### config.mk
export PLATFORM = sky130hd
export DESIGN_NAME = memory_arbiter
export DESIGN_NICKNAME = d
export VERILOG_FILES = /design/src/hdl/vmem_pkg.sv /design/src/hdl/bank_arbiter.sv /design/src/hdl/memory_arbiter.sv
export SDC_FILE = /design/constraint.sdc
export NUM_CORES = 1
export LEC_CHECK = 0
export BUFFER_PORTS_ARGS = -buffer_cell sky130_fd_sc_hd__buf_2
export CAP_MARGIN = 20
export CELL_PAD_IN_SITES_DETAIL_PLACEMENT = 1
export CELL_PAD_IN_SITES_GLOBAL_PLACEMENT = 2
export CORE_ASPECT_RATIO = 1.5
export CORE_MARGIN = 2
export CORE_UTILIZATION = 24
export DETAILED_ROUTE_END_ITERATION = 10
export HOLD_SLACK_MARGIN = 0.05
export PLACE_DENSITY_LB_ADDON = 0.2
export SETUP_SLACK_MARGIN = 0.2
export SLEW_MARGIN = 20
export SYNTH_ARGS = -nofsm -noshare
export SYNTH_HDL_FRONTEND = slang
export SYNTH_SLANG_ARGS = --single-unit
### constraint.sdc
create_clock -name CLK -period 4.6 [get_ports CLK]
set_input_delay 1.15 -clock CLK [delete_from_list [all_inputs] [get_ports CLK]]
set_output_delay 1.15 -clock CLK [all_outputs]
set_load 0.03 [all_outputs]
### src/hdl/vmem_pkg.sv
package vmem_pkg;

	// client address word and bank RAM widths
	localparam int ADDR_W = 16;
	localparam int DATA_W = 16;
	localparam int OFFS_W = 14;

	// one RAM per value of the bank select bits
	localparam int N_BANKS = 4;

	// per-bank grant state, one state per client in priority order
	typedef enum logic [2:0] {
		idle      = 3'd0,
		grant_sp  = 3'd1,
		grant_bg0 = 3'd2,
		grant_bg1 = 3'd3,
		grant_fl  = 3'd4,
		grant_cpu = 3'd5
	} grant_state_e;

	// client address, whole word or bank select plus word offset
	typedef union packed {
		logic [ADDR_W-1:0] word;
		struct packed {
			logic [ADDR_W-OFFS_W-1:0] bank;
			logic [OFFS_W-1:0]        offs;
		} fld;
	} vmem_addr_u;

endpackage

### src/hdl/bank_arbiter.sv
`timescale 1ns/1ps

module bank_arbiter #(
	parameter logic [1:0] BANK_ID = 2'd0
) (
	input  logic                        CLK,
	input  logic                        RSTb,
	input  vmem_pkg::vmem_addr_u        sprite_addr,
	input  logic                        sprite_rvalid,
	input  vmem_pkg::vmem_addr_u        bg0_addr,
	input  logic                        bg0_rvalid,
	input  vmem_pkg::vmem_addr_u        bg1_addr,
	input  logic                        bg1_rvalid,
	input  vmem_pkg::vmem_addr_u        fl_addr,
	input  logic [vmem_pkg::DATA_W-1:0] fl_data,
	input  logic                        fl_wvalid,
	input  vmem_pkg::vmem_addr_u        cpu_addr,
	input  logic [vmem_pkg::DATA_W-1:0] cpu_data_in,
	input  logic                        cpu_valid,
	input  logic                        cpu_wr,
	input  logic [vmem_pkg::DATA_W-1:0] mem_dout,
	output logic [vmem_pkg::OFFS_W-1:0] mem_addr,
	output logic [vmem_pkg::DATA_W-1:0] mem_din,
	output logic                        mem_wr,
	output logic                        sprite_rready,
	output logic [vmem_pkg::DATA_W-1:0] sprite_data,
	output logic                        bg0_rready,
	output logic [vmem_pkg::DATA_W-1:0] bg0_data,
	output logic                        bg1_rready,
	output logic [vmem_pkg::DATA_W-1:0] bg1_data,
	output logic                        fl_wready,
	output logic                        cpu_ready,
	output logic [vmem_pkg::DATA_W-1:0] cpu_data
);
	import vmem_pkg::*;

	grant_state_e state;
	grant_state_e state_next;
	grant_state_e pick;
	grant_state_e sel;

	// highest-priority request aimed at this bank
	always_comb begin
		if (sprite_rvalid && sprite_addr.fld.bank == BANK_ID)
			pick = grant_sp;
		else if (bg0_rvalid && bg0_addr.fld.bank == BANK_ID)
			pick = grant_bg0;
		else if (bg1_rvalid && bg1_addr.fld.bank == BANK_ID)
			pick = grant_bg1;
		else if (fl_wvalid && fl_addr.fld.bank == BANK_ID)
			pick = grant_fl;
		else if (cpu_valid && cpu_addr.fld.bank == BANK_ID)
			pick = grant_cpu;
		else
			pick = idle;
	end

	// grant held until the owner drops valid, then one release cycle
	always_comb begin
		state_next = state;
		case (state)
			idle:      state_next = pick;
			grant_sp:  state_next = sprite_rvalid ? grant_sp : idle;
			grant_bg0: state_next = bg0_rvalid ? grant_bg0 : idle;
			grant_bg1: state_next = bg1_rvalid ? grant_bg1 : idle;
			grant_fl:  state_next = fl_wvalid ? grant_fl : idle;
			grant_cpu: state_next = cpu_valid ? grant_cpu : idle;
			default:   state_next = idle;
		endcase
	end

	always_ff @(posedge CLK) begin
		if (!RSTb)
			state <= idle;
		else
			state <= state_next;
	end

	// RAM port follows the winner in the decision cycle, then the owner
	assign sel = (state == idle) ? pick : state;

	always_comb begin
		mem_addr = '0;
		mem_din  = '0;
		mem_wr   = 1'b0;
		case (sel)
			grant_sp:  mem_addr = sprite_addr.fld.offs;
			grant_bg0: mem_addr = bg0_addr.fld.offs;
			grant_bg1: mem_addr = bg1_addr.fld.offs;
			grant_fl: begin
				mem_addr = fl_addr.fld.offs;
				mem_din  = fl_data;
				mem_wr   = fl_wvalid;
			end
			grant_cpu: begin
				mem_addr = cpu_addr.fld.offs;
				mem_din  = cpu_data_in;
				mem_wr   = cpu_valid & cpu_wr;
			end
			default: ;
		endcase
	end

	// returns to the clients, data forced to zero outside a grant
	assign sprite_rready = (state == grant_sp);
	assign bg0_rready    = (state == grant_bg0);
	assign bg1_rready    = (state == grant_bg1);
	assign fl_wready     = (state == grant_fl);
	assign cpu_ready     = (state == grant_cpu);

	assign sprite_data = sprite_rready ? mem_dout : '0;
	assign bg0_data    = bg0_rready ? mem_dout : '0;
	assign bg1_data    = bg1_rready ? mem_dout : '0;
	assign cpu_data    = cpu_ready ? mem_dout : '0;

endmodule

### src/hdl/memory_arbiter.sv
`timescale 1ns/1ps

module memory_arbiter #(
	parameter int N_BANKS = vmem_pkg::N_BANKS
) (
	input  logic                        CLK,
	input  logic                        RSTb,
	input  logic [vmem_pkg::ADDR_W-1:0] sprite_addr,
	output logic [vmem_pkg::DATA_W-1:0] sprite_data,
	input  logic                        sprite_rvalid,
	output logic                        sprite_rready,
	input  logic [vmem_pkg::ADDR_W-1:0] bg0_addr,
	output logic [vmem_pkg::DATA_W-1:0] bg0_data,
	input  logic                        bg0_rvalid,
	output logic                        bg0_rready,
	input  logic [vmem_pkg::ADDR_W-1:0] bg1_addr,
	output logic [vmem_pkg::DATA_W-1:0] bg1_data,
	input  logic                        bg1_rvalid,
	output logic                        bg1_rready,
	input  logic [vmem_pkg::ADDR_W-1:0] fl_addr,
	input  logic [vmem_pkg::DATA_W-1:0] fl_data,
	input  logic                        fl_wvalid,
	output logic                        fl_wready,
	input  logic [vmem_pkg::ADDR_W-1:0] cpu_addr,
	input  logic [vmem_pkg::DATA_W-1:0] cpu_data_in,
	output logic [vmem_pkg::DATA_W-1:0] cpu_data,
	input  logic                        cpu_valid,
	input  logic                        cpu_wr,
	output logic                        cpu_ready,
	output logic [vmem_pkg::OFFS_W-1:0] bank_addr [N_BANKS],
	output logic [vmem_pkg::DATA_W-1:0] bank_din [N_BANKS],
	output logic [N_BANKS-1:0]          bank_wr,
	input  logic [vmem_pkg::DATA_W-1:0] bank_dout [N_BANKS]
);
	import vmem_pkg::*;

	vmem_addr_u sp_a;
	vmem_addr_u bg0_a;
	vmem_addr_u bg1_a;
	vmem_addr_u fl_a;
	vmem_addr_u cpu_a;

	// per-bank returns, at most one bank active per client
	logic [N_BANKS-1:0] sp_rdy;
	logic [N_BANKS-1:0] bg0_rdy;
	logic [N_BANKS-1:0] bg1_rdy;
	logic [N_BANKS-1:0] fl_rdy;
	logic [N_BANKS-1:0] cpu_rdy;
	logic [DATA_W-1:0]  sp_d [N_BANKS];
	logic [DATA_W-1:0]  bg0_d [N_BANKS];
	logic [DATA_W-1:0]  bg1_d [N_BANKS];
	logic [DATA_W-1:0]  cpu_d [N_BANKS];

	assign sp_a.word  = sprite_addr;
	assign bg0_a.word = bg0_addr;
	assign bg1_a.word = bg1_addr;
	assign fl_a.word  = fl_addr;
	assign cpu_a.word = cpu_addr;

	for (genvar b = 0; b < N_BANKS; b++) begin : g_bank
		bank_arbiter #(
			.BANK_ID(2'(b))
		) u_arb (
			.CLK(CLK), .RSTb(RSTb),
			.sprite_addr(sp_a), .sprite_rvalid(sprite_rvalid),
			.bg0_addr(bg0_a), .bg0_rvalid(bg0_rvalid),
			.bg1_addr(bg1_a), .bg1_rvalid(bg1_rvalid),
			.fl_addr(fl_a), .fl_data(fl_data), .fl_wvalid(fl_wvalid),
			.cpu_addr(cpu_a), .cpu_data_in(cpu_data_in),
			.cpu_valid(cpu_valid), .cpu_wr(cpu_wr),
			.mem_dout(bank_dout[b]), .mem_addr(bank_addr[b]),
			.mem_din(bank_din[b]), .mem_wr(bank_wr[b]),
			.sprite_rready(sp_rdy[b]), .sprite_data(sp_d[b]),
			.bg0_rready(bg0_rdy[b]), .bg0_data(bg0_d[b]),
			.bg1_rready(bg1_rdy[b]), .bg1_data(bg1_d[b]),
			.fl_wready(fl_rdy[b]),
			.cpu_ready(cpu_rdy[b]), .cpu_data(cpu_d[b])
		);
	end

	assign sprite_rready = |sp_rdy;
	assign bg0_rready    = |bg0_rdy;
	assign bg1_rready    = |bg1_rdy;
	assign fl_wready     = |fl_rdy;
	assign cpu_ready     = |cpu_rdy;

	// idle banks return zero, so a plain OR merges the data
	always_comb begin
		sprite_data = '0;
		bg0_data    = '0;
		bg1_data    = '0;
		cpu_data    = '0;
		for (int b = 0; b < N_BANKS; b++) begin
			sprite_data |= sp_d[b];
			bg0_data    |= bg0_d[b];
			bg1_data    |= bg1_d[b];
			cpu_data    |= cpu_d[b];
		end
	end

endmodule

## After elaboration in Yosys (flattened, before gate mapping)

Index checks and enable logic that the tools add are counted.

| word-level totals | value |
|---|---|
| input bits | 184 |
| output and inout bits | 193 |
| bits in registers | 12 |

| operators by class | value |
|---|---|
| muxes and demuxes | 61 |
| bitwise logic cells | 13 |
| equality and inequality tests | 55 |
| reductions and logical operators | 34 |

Operator list:

| kind | number |
|---|---|
| $pmux W14 S5 | 4 |
| $mux W16 | 16 |
| $or A16 B16 Y16 | 12 |
| $pmux W16 S2 | 4 |
| $mux W3 | 26 |
| $pmux W3 S6 | 4 |
| $eq A3 B2 Y1 const B | 16 |
| $eq A3 B3 Y1 const B | 16 |
| $eq A3 B1 Y1 const B | 8 |
| $eq A2 B2 Y1 const B | 10 |
| $logic_and A1 B1 Y1 | 20 |
| $reduce_or A4 Y1 | 5 |
| $logic_not A3 Y1 | 4 |
| $eq A2 B1 Y1 const B | 5 |
| $logic_not A2 Y1 | 5 |
| $pmux W1 S2 | 4 |
| $mux W2 | 2 |
| $and A1 B1 Y1 | 1 |
| $mux W1 | 1 |

## Longest topological paths before layout

Gate-level depths: netlist (run 1).

| depth | value |
|---|---|
| depth after elaboration | 10 |
| depth in mapped cells | 10 |
| gate-level depth less buffers | 5 |

## Hierarchy

A second synthesis (run 1) with hierarchy kept.

| second synthesis, totals | value |
|---|---|
| cell total of the unflattened synthesis | 1021 |
| area, all modules | 6782.8 µm² |

By module, submodules not included:

| module | cells each | sequential area each (µm²) | area each (µm²) | instances |
|---|---|---|---|---|
| bank_arbiter at g_bank[1].u_arb ... | 238 | 60.1 | 1571.5 | 2 |
| bank_arbiter at g_bank[0].u_arb | 239 | 60.1 | 1575.3 | 1 |
| bank_arbiter at g_bank[3].u_arb | 237 | 60.1 | 1546.5 | 1 |
| memory_arbiter | 69 | 0.0 | 518.0 | 1 |

## Worst setup path before layout (run 1)

No wires, ideal clock.

| path | value |
|---|---|
| path kind | input -> output |
| start | input bg1_rvalid |
| end | output bank_addr[12] (netlist bit) |
| cell stages on the path | 9 |
| setup slack | 0.416 ns |
| arrival time | 3.034 ns |
| cell sequence | buf_2 > and3_1 > buf_2 > a21oi_1 > o41a_1 > buf_4 > buf_4 > mux2i_1 > o221ai_1 |

RTL lines:

| what | line | text |
|---|---|---|
| from (decl) | memory_arbiter.sv:18 | `input logic bg1_rvalid,` |
| to (decl) | memory_arbiter.sv:30 | `output logic [vmem_pkg::OFFS_W-1:0] bank_addr [N_BANKS],` |

==> results of run 1 <==
-- routing by layer --
layer,GRT usage [%],up-vias
met3,4.39,62
li1,-,4450
met1,33.5,4806
met4,8.89,0
met2,49.6,482
met5,0,-
-- power by group through the flow --
stage,combinational (mW),sequential (mW),clock (mW)
floorplan,1.70,0.125,0
global placement,2.56,0.160,0
detailed placement,2.58,0.161,0
CTS,2.59,0.159,0.192
global route,2.79,0.163,0.196
finish,2.62,0.160,0.191
-- cells by family (layout without fill, tap and decap cells) --
family                 after synthesis  in the layout  synth area share (%)
other                                0              3                     0
and+or+nand+nor                    343            344                  26.0
buffers and inverters              117            457                  8.70
AOI/OAI and AO/OA                  408            408                  49.3
muxes                               77             77                  12.2
DFF                                 12             12                  3.81
-- worst max-delay path: cells and delay by family --
kind            cells  cell delay (ps)
compound gates      3              850
buf+inv             4              770
mux                 1              170
simple gates        1              220
-- cell type report --
| type | instances | area share (%) |
|---|---|---|
| Clock buffer | 4 | 0.994 |
| Multi-Input combinational cell | 829 | 63.5 |
| Antenna cell | 3 | 0.0840 |
| Inverter | 16 | 0.672 |
| Timing Repair Buffer | 437 | 27.4 |
| Tap cell | 333 | 4.66 |
| Sequential cell | 12 | 2.69 |
-- layout by cell type, fill, tap and decap left out, drive strengths merged, types with 4 or more instances in the layout --
cell type  count
a211oi         4
a21boi        11
a21o           5
a21oi        107
a221o         25
a221oi        22
a22o          24
a22oi         94
a31oi          6
a32oi         14
and2           6
and3          10
and3b          5
buf          435
clkbuf         6
dfxtp         12
inv           16
mux2i         76
nand2        194
nand3         43
nand3b         7
nor2          18
nor3          17
nor3b         27
o211a          9
o211ai         9
o21ai         21
o221ai        25
o22ai          9
o41ai          4
or4            5
-- worst min-delay path by stage --
stage | depth (start not counted) | endpoint
floorplan | 3 | g_bank[3].u_arb.state[0]$_SDFF_PN0_
global placement | 3 | g_bank[1].u_arb.state[0]$_SDFF_PN0_
detailed placement | 3 | g_bank[1].u_arb.state[0]$_SDFF_PN0_
CTS | 3 | g_bank[1].u_arb.state[0]$_SDFF_PN0_
global route | 2 | g_bank[0].u_arb.state[0]$_SDFF_PN0_
finish | 3 | g_bank[1].u_arb.state[0]$_SDFF_PN0_
-- repair_timing --
item | in CTS | in global routing
setup endpoints to repair | 8 | 50
endpoints found under the hold margin | 0 | 0
cloned | 0 | 2
resized for setup | 2 | 15
setup buffers | 0 | 1
pin swaps | 0 | 4
==> summary.txt, run 1 <==
Route
  • DRT Pass-1 Iters: 5
  • DRT antenna net count: 0
  • DR top layer: met4
  • Remaining DRCs: 0
  • DR vias: 9,800
  • DR WL met2: 20,100 microns
  • Initial DRC Count: around 570
  • Wire length on met3: 3060 microns
  • Detailed Route WL: around 41,000 microns
  • Wl on met1: 16,300 microns
  • Per-cell routed wire length: 24.9 microns
  • Vias/cell: approximately 6

Logic synthesis
  • Syn_nets: between 1,000 and 1,500
  • Synth cell count leaders: nand2_1, a21oi_1, a22oi_1, mux2i_1, clkbuf_1
  • Yosys cell types: 70
  • Gate Count Post-Synth: 957
  • Cell area after synthesis: around 0.0063 sq mm
  • Top cells by area, synth: mux2i_1, nand2_1, a22oi_1
  • Share of async-settable or async-resettable flops after synthesis: 0%
  • Ys flop type: dfxtp_1
  • Share of the synthesized area in the top cell type: between 10% and 20%
  • Register area share after synthesis: under 10%
  • Synth area leader: mux2i_1
  • Most frequent cell after synthesis: nand2_1
  • Register bit total from synthesis: 12
  • Syn avg cell area: approximately 6.6 sq um
  • Number of synthesized flops with an enable pin: 0
  • Yosys warnings: 0

Pwr
  • Switching pwr: 1.88 mW
  • Internal: 1.09 mW
  • Clock share of power: 6.4%
  • Worst VDD drop: around 0.17 mV
  • Sw Share: around 63%
  • Power, Total: 2.97 mW
  • Reg power frac: 5.4%
  • Power Density: 332 mW/mm^2
  • Leakage: 4.59 nW
  • Comb pwr share: 88.2%

Floorplan
  • Die area: 0.0276 sq mm
  • Die Height: 203 microns
  • Die Wd: 136 microns
  • Starting Density: 24.4%
  • Total core area: 0.0259 sq mm
  • Row count: 72
  • I/O pin cnt: 377

GRT
  • Vias in the first global route: roughly 9,800
  • First-pass GRT wire length: 60,300 microns
  • Initial antenna violation count: 4
  • Global-route usage over all layers: 27.8%
  • Largest net degree at the start of global routing: between 40 and 50
  • Grt ovf: 0

Place
  • Worst slack at placement: 143 ps
  • Placed insts: 1,624
  • GP Congestion: 0.862
  • DP Area: slightly below 0.009 sq mm
  • I/O Buffers: 376
  • DP Wirelength: 31,000 microns

Outcome
  • Status: finished clean

STA
  • Count of final max-slew check failures: 0
  • # setup viols final: 0
  • Period Utilization, post-route: 94.4%
  • Slew @ Worst Pin: 904 ps
  • Unrepaired setup endpoints after global routing: yes
  • Final min period: 4340 ps
  • Slew margin rel.: 39.7%
  • Clock skew: 1.83 ps
  • Final Hold Viols: 0
  • Final worst setup slack: 259 ps
  • Setup TNS: 0 ps
  • Hold Slack: approximately 660 ps
  • Fmax: ~0.23 GHz

CTS
  • Clock Root Buffer: clkbuf_16
  • CTS H-tree lvls: 1
  • Hold Buf Count CTS: 0
  • Clock sinks: 12
  • Clk Latency, worst-skew pair: 260 ps
  • TritonCTS clock tree: yes
  • Clk pin slew, worst setup/hold paths: 50 ps
  • CTS Buf Count: 3
  • Clk buf depth: 2

Worst hold path
  • Hold Crit Start: g_bank[1].u_arb.state[1]$_SDFF_PN0_
  • Worst min path class: reg2reg

Worst setup path
  • Startpoint types: primary input
  • Critical path origin: cpu_valid
  • CP max stage cell: o41a_2
  • WP data required: 3450 ps
  • Worst stage delay on the critical path: 490 ps
  • FF-to-FF setup slack: between 2000 and 3000 ps
  • CP arrival: about 3200 ps
  • Crit-path max FO: 21
  • CP Cell Sequence: buf_2, buf_4, and3_1, a21oi_1, o41a_2, buf_4, mux2i_1, o221ai_1, buf_2
  • CP Capture Point: bank_addr[10]
  • Worst Reg-to-Reg Cells: 4
  • Critical path type: in2out
  • Crit. End Element: output pin
  • Reg2Reg Capture Point: g_bank[3].u_arb.state[1]$_SDFF_PN0_
  • Reg-to-Reg Start: g_bank[3].u_arb.state[1]$_SDFF_PN0_

Cells and area
  • Most flops, register: g_bank.u_arb.state
  • Share of layout cells above drive strength 1: 38.4%
  • Design Area, Final: 0.00894 sq mm
  • Final Core Density: 34.6%
  • FF/Latch Area: 240 sq um
  • Max FFs per register: 12
  • Post-layout nets: ~1,500
  • Final non-filler cell total: 1,634
  • P&R area growth vs syn: 41.6%
  • Fill cells: 3,404
  • Multi-input logic area: approximately 0.0057 sq mm
  • Leading registers by flop count: g_bank.u_arb.state x12

Flow run
  • Max-capacitance violation count: 0
No activity file was read; power rests on OpenSTA's default activity.
==> run 2, diff against run 1 <==
--- a/config.mk
+++ b/config.mk
@@ -5,7 +5,7 @@
 export SDC_FILE = /design/constraint.sdc
 export NUM_CORES = 1
 export LEC_CHECK = 0
-export BUFFER_PORTS_ARGS = -buffer_cell sky130_fd_sc_hd__buf_2
+export BUFFER_PORTS_ARGS = -buffer_cell sky130_fd_sc_hd__buf_4
 export CAP_MARGIN = 20
 export CELL_PAD_IN_SITES_DETAIL_PLACEMENT = 1
 export CELL_PAD_IN_SITES_GLOBAL_PLACEMENT = 2
@@ -15,6 +15,7 @@
 export DETAILED_ROUTE_END_ITERATION = 10
 export HOLD_SLACK_MARGIN = 0.05
 export PLACE_DENSITY_LB_ADDON = 0.2
+export RECOVER_POWER = 100
 export SETUP_SLACK_MARGIN = 0.2
 export SLEW_MARGIN = 20
 export SYNTH_ARGS = -nofsm -noshare
==> run 2 against run 1 <==
  * Combinational power is 2% higher
  * Design area grew 3.7%
  * Global-route usage rose by 0.21 points
  * Flip-flop and latch count unchanged
==> summary.txt, run 2 (same netlist as run 1, synthesis figures left out) <==
Outcome
  • Status: finished clean

Cells and area
  • Most flops, register: g_bank.u_arb.state
  • FF/Latch Area: 240 sq um (unchanged)
  • Fill cells: 3,373 (-0.91%)
  • Multi-input logic area: 0.00563 sq mm (-0.86%)
  • P&R area growth vs syn: 46.8%
  • Max FFs per register: 12 (unchanged)
  • Commonest cells after routing, fill and taps aside: buf_4, nand2_1, a21oi_1, a22oi_1, clkbuf_1
  • Commonest non-fill, non-tap cell in the layout: buf_4
  • Share of layout cells above drive strength 1: 30.6% (-7.8 points)
  • Post-layout nets: 1,477 (-0.40%)
  • Leading registers by flop count: g_bank.u_arb.state x12

Worst setup path
  • Startpoint types: primary input
  • WP data required: 3450 ps (about the same)
  • Crit. End Element: output pin
  • CP arrival: 3290 ps (+100 ps)
  • Critical path type: in2out
  • Crit-path max FO: 24 (+14%)

Route
  • DR top layer: met4
  • Per-cell routed wire length: 25.1 microns (+0.95%)
  • DRT Pass-1 Iters: 5 (unchanged)
  • Remaining DRCs: 0 (unchanged)
  • Wl on met1: 15,800 microns (-3.1%)
  • Detailed Route WL: 40,800 microns (+0.46%)
  • Vias/cell: 6.03 (+0.55%)
  • DRT antenna net count: 0 (unchanged)
  • DR vias: 9,806 (+0.061%)
  • DR WL met2: 20,400 microns (+1.5%)
  • Initial DRC Count: 655 (+16%)
  • Wire length on met3: 3650 microns (+19%)

CTS
  • Clk Latency, worst-skew pair: 260 ps (about the same)
  • Hold Buf Count CTS: 0 (unchanged)
  • CTS Buf Count: 3 (unchanged)
  • Clk pin slew, worst setup/hold paths: 50 ps (about the same)
  • CTS H-tree lvls: 1 (unchanged)
  • Clock sinks: 12 (unchanged)
  • Clock Root Buffer: clkbuf_16
  • Clk buf depth: 2 (unchanged)
  • TritonCTS clock tree: yes

Pwr
  • Leakage: 4.34 nW (-5.3%)
  • Power Density: 325 mW/mm^2 (-2.3%)
  • Worst VDD drop: 0.160 mV (-7.0%)
  • Power, Total: 3.01 mW (+1.3%)

GRT
  • Vias in the first global route: 9,970 (+1.4%)
  • Largest net degree at the start of global routing: 46 (unchanged)
  • Global-route usage over all layers: 28.0% (+0.21 points)
  • First-pass GRT wire length: 60,700 microns (+0.65%)
  • Grt ovf: 0 (unchanged)
  • Initial antenna violation count: 1 (-3)

Floorplan
  • Total core area: 0.0259 sq mm (unchanged)
  • Die Wd: 136 microns (unchanged)
  • Starting Density: 24.4% (unchanged)
  • Die area: 0.0276 sq mm (unchanged)
  • I/O pin cnt: 377 (unchanged)
  • Row count: 72 (unchanged)
  • Die Height: 203 microns (unchanged)

STA
  • Final worst setup slack: 159 ps (-99.6 ps)
  • Final min period: 4440 ps (+99.6 ps)
  • Final Hold Viols: 0 (unchanged)
  • Period Utilization, post-route: 96.5% (+2.2 points)
  • Slew @ Worst Pin: 1280 ps (+378 ps)
  • Fmax: 0.225 GHz (-2.2%)
  • Clock skew: 5.69 ps (+3.86 ps)
  • Unrepaired setup endpoints after global routing: no
  • Setup TNS: 0 ps (unchanged)
  • Slew margin rel.: 14.5% (-25 points)
  • Count of final max-slew check failures: 0 (unchanged)
  • # setup viols final: 0 (unchanged)
  • Hold Slack: 656 ps (-8.88 ps)

Place
  • Worst slack at placement: 59.7 ps (-83.7 ps)
  • I/O Buffers: 376 (unchanged)
  • DP Wirelength: 31,000 microns (about the same)
  • GP Congestion: 0.848 (-1.6%)

Flow run
  • Max-capacitance violation count: 0 (unchanged)

Worst hold path
  • Worst min path class: reg2reg
[run 2: cell count changes in the layout (fill, tap and decap cells not counted), moves of 2 or more]
cell / previous run / this run
buf_2: 373 / 0
buf_4: 55 / 260
clkbuf_1: 0 / 85
clkbuf_2: 0 / 77
diode_2: 3 / 1
nor3_1: 13 / 15
nor3_2: 4 / 2
or3b_1: 0 / 2
or3b_4: 3 / 0
[run 2: final cells by class]
| type | count | share of cell area (%) |
|---|---|---|
| multi-input cells | 828 | 60.7 |
| clock buffers | 4 | 0.958 |
| flip-flops and latches | 12 | 2.59 |
| repair buffers | 432 | 30.6 |
| inverters | 16 | 0.648 |
| diodes | 1 | 0.0270 |
| well taps | 333 | 4.50 |
[run 2: what timing repair did]
action,CTS,global route
endpoints found under the setup margin,9,24
pin swaps,0,1
buffers inserted,0,1
cloned,0,0
gates resized for setup,3,4
[run 2: stage by stage]
step | utilization, % | cells | area, sq um
2_1_floorplan | - | 957 | 6310
3_3_place_gp | 37.4 | 1620 | 9680
3_5_place_dp | 37.4 | 1620 | 9680
4_1_cts | 37.9 | 1624 | 9790
5_1_grt | 35.8 | 1626 | 9270
6_report | 35.8 | 1626 | 9270
[run 2: path summary, 6_finish.rpt]
kind	from	to	slack, ps	cells past startpoint
setup / recovery	cpu_valid	bank_din[19]	160	9
hold / removal	g_bank[0].u_arb.state[0]$_SDFF_PN0_	g_bank[0].u_arb.state[0]$_SDFF_PN0_	660	2
setup reg to reg	g_bank[3].u_arb.state[1]$_SDFF_PN0_	g_bank[3].u_arb.state[1]$_SDFF_PN0_	2440	4
hold reg to reg	g_bank[0].u_arb.state[0]$_SDFF_PN0_	g_bank[0].u_arb.state[0]$_SDFF_PN0_	660	2
[run 2: per-layer routing]
metal,global-route usage (%),vias to the layer above
met2,51.0,507
met5,0,-
li1,-,4433
met1,32.7,4798
met3,5.14,68
met4,8.07,0
[run 2: where the power goes]
part	internal [mW]	switching (mW)
clock	0.132	0.0586
sequential	0.117	0.0398
combinational	0.873	1.79
[run 2: worst max-delay path, stage by stage]
cell and delay, ps:
buf_4 170, buf_4 210, nand3b_1 150, nand2_1 180
a31o_1 470, nand2_1 220, buf_12 230, a21oi_1 160
clkbuf_1 330
==> run 3, diff against run 2 <==
--- a/config.mk
+++ b/config.mk
@@ -9,7 +9,6 @@
 export CAP_MARGIN = 20
 export CELL_PAD_IN_SITES_DETAIL_PLACEMENT = 1
 export CELL_PAD_IN_SITES_GLOBAL_PLACEMENT = 2
-export CORE_ASPECT_RATIO = 1.5
 export CORE_MARGIN = 2
 export CORE_UTILIZATION = 24
 export DETAILED_ROUTE_END_ITERATION = 10
==> run 3 against run 2 <==
  * Sequential power about the same
  * Final cell count up 0.86%
  * Flip-flop and latch count unchanged
  * Largest cell class unchanged
  * Highest routed layer unchanged
==> summary.txt, run 3 (same netlist as run 1, synthesis figures left out) <==
Outcome
  • Status: finished clean

Pwr
  • Leakage: 4.28 nW (-1.4%)
  • Worst VDD drop: 0.165 mV (+3.1%)
  • Power Density: 327 mW/mm^2 (+0.71%)

Cells and area
  • Most flops, register: g_bank.u_arb.state
  • # diodes: 0 (-1)
  • Leading registers by flop count: g_bank.u_arb.state x12
  • Commonest non-fill, non-tap cell in the layout: buf_4
  • Final non-filler cell total: 1,640 (+0.86%)
  • Final Core Density: 36.1% (+0.20 points)
  • Post-layout nets: 1,490 (+0.88%)
  • Commonest cells after routing, fill and taps aside: buf_4, nand2_1, clkbuf_1, a21oi_1, a22oi_1
  • Share of layout cells above drive strength 1: 28.7% (-1.8 points)
  • P&R area growth vs syn: 48.0%
  • Max FFs per register: 12 (unchanged)

Place
  • GP Congestion: 0.867 (+2.2%)
  • I/O Buffers: 376 (unchanged)
  • DP Wirelength: 30,200 microns (-2.5%)
  • Placed insts: 1,628 (+0.49%)

CTS
  • Clk pin slew, worst setup/hold paths: 50 ps (about the same)
  • Clock sinks: 12 (unchanged)
  • CTS Buf Count: 3 (unchanged)
  • Hold Buf Count CTS: 0 (unchanged)
  • Clock Root Buffer: clkbuf_16
  • Clk buf depth: 2 (unchanged)
  • Clk Latency, worst-skew pair: 250 ps (about the same)
  • CTS H-tree lvls: 1 (unchanged)
  • TritonCTS clock tree: yes

Worst setup path
  • Startpoint types: primary input
  • Worst stage delay on the critical path: 380 ps (-90 ps)
  • Delay-heaviest family, CP: buffers and inverters
  • CP Cell Sequence: buf_4, buf_4, and3b_1, o211a_1, a21o_1, nand2_1, buf_4, a21oi_1, clkbuf_1
  • WP data required: 3450 ps (about the same)
  • CP bufs+invs: 4 (unchanged)
  • Crit. End Element: output pin
  • Most frequent CP cell: buf_4
  • CP arrival: 3260 ps (-30 ps)
  • Critical path type: in2out
  • Crit-path max FO: 14 (-42%)
  • CP max stage cell: a21o_1

GRT
  • Initial antenna violation count: 0 (-1)
  • First-pass GRT wire length: 61,900 microns (+2.1%)
  • Global-route usage over all layers: 28.1% (+0.13 points)
  • Grt ovf: 0 (unchanged)
  • Vias in the first global route: 9,866 (-1.0%)
  • Largest net degree at the start of global routing: 46 (unchanged)

Floorplan
  • Total core area: 0.0259 sq mm (+0.22%)
  • Die Wd: 166 microns (+22%)
  • I/O pin cnt: 377 (unchanged)
  • Die area: 0.0276 sq mm (about the same)
  • Die Height: 166 microns (-18%)
  • Row count: 59 (-18%)
  • Starting Density: 24.4% (-0.053 points)

Route
  • DR WL met2: 19,100 microns (-5.9%)
  • DRT Pass-1 Iters: 5 (unchanged)
  • Initial DRC Count: 746 (+14%)
  • DR top layer: met4
  • Wire length on met3: 3030 microns (-17%)
  • Wl on met1: 18,100 microns (+15%)
  • DR vias: 9,828 (+0.22%)
  • Per-cell routed wire length: 25.3 microns (+0.56%)
  • Remaining DRCs: 0 (unchanged)
  • DRT antenna net count: 0 (unchanged)
  • Detailed Route WL: 41,400 microns (+1.4%)
  • Vias/cell: 5.99 (-0.63%)

Worst hold path
  • Worst min path class: reg2reg

STA
  • # setup viols final: 0 (unchanged)
  • Count of final max-slew check failures: 0 (unchanged)
  • Unrepaired setup endpoints after global routing: no
  • Setup TNS: 0 ps (unchanged)
  • Clock skew: 2.69 ps (-3.00 ps)
  • Final min period: 4410 ps (-30.3 ps)
  • Period Utilization, post-route: 95.9% (-0.66 points)
  • Slew margin rel.: 20.4% (+5.9 points)
  • Final Hold Viols: 0 (unchanged)
  • Fmax: 0.227 GHz (+0.69%)
  • Slew @ Worst Pin: 1190 ps (-87.2 ps)

Flow run
  • Max-capacitance violation count: 0 (unchanged)
-- run 3: cell types whose count changed in the layout (fill, tap and decap cells not counted), moves of 2 or more --
cell      previous run  this run
clkbuf_2            77        38
clkbuf_1            85       123
buf_4              260       274
nor3_1              15        13
nor3_2               2         4
-- run 3: final cells by class --
cell class | instances | area (sq um)
clock buffer | 4 | 88.8
inverter | 16 | 60.1
timing repair buffer | 445 | 2900
fill | 3395 | 16600
tap | 335 | 419
sequential | 12 | 240
multi-input combinational | 828 | 5630
-- run 3: timing repair --
item | 4_1_cts | 5_1_grt
setup endpoints to repair | 11 | 41
pin swaps | 0 | 3
resized for setup | 2 | 10
buffers inserted | 0 | 8
-- run 3: through the flow --
| step | instance area (sq um) | total power [mW] | hold slack [ps] | setup slack (ps) |
|---|---|---|---|---|
| 3_5_place_dp | 9710 | 3.01 | 643 | 33.1 |
| 4_1_cts | 9810 | 3.22 | 656 | 243 |
| 5_1_grt | 9340 | 3.22 | 700 | 104 |
| 2_1_floorplan | 6310 | 1.82 | 559 | 416 |
| 3_3_place_gp | 9710 | 3.00 | 634 | 5.02 |
| 6_report | 9340 | 3.05 | 651 | 189 |
-- run 3: worst paths after layout --
check / slack [ps] / end / from / depth (start not counted)
worst max-delay path: 190 / bank_din[36] / fl_wvalid / 9
worst min-delay path: 650 / g_bank[3].u_arb.state[0]$_SDFF_PN0_ / g_bank[3].u_arb.state[0]$_SDFF_PN0_ / 2
worst max register to register: 1940 / g_bank[3].u_arb.state[1]$_SDFF_PN0_ / g_bank[3].u_arb.state[1]$_SDFF_PN0_ / 5
worst min register to register: 650 / g_bank[3].u_arb.state[0]$_SDFF_PN0_ / g_bank[3].u_arb.state[0]$_SDFF_PN0_ / 2
-- run 3: power by group --
group	switching (mW)	internal (mW)	leakage [nW]	total (mW)
combinational	1.83	0.880	4.14	2.71
sequential	0.0370	0.117	0.0985	0.154
clock	0.0574	0.132	0.0442	0.190
total	1.92	1.13	4.28	3.05
-- run 3: worst register-to-register path, cell delays in order, from the launching register on --
cell and delay, ps:
dfxtp_1 620, nand2_1 380, nor2_1 180, clkbuf_1 890
a221oi_1 320, nor3_1 190
-- run 3: routing by layer --
layer  vias up  global-route usage, %
li1       4456                      -
met1      4847                   37.4
met2       456                   46.6
met3        69                   4.81
met4         0                   8.05
met5         -                      0
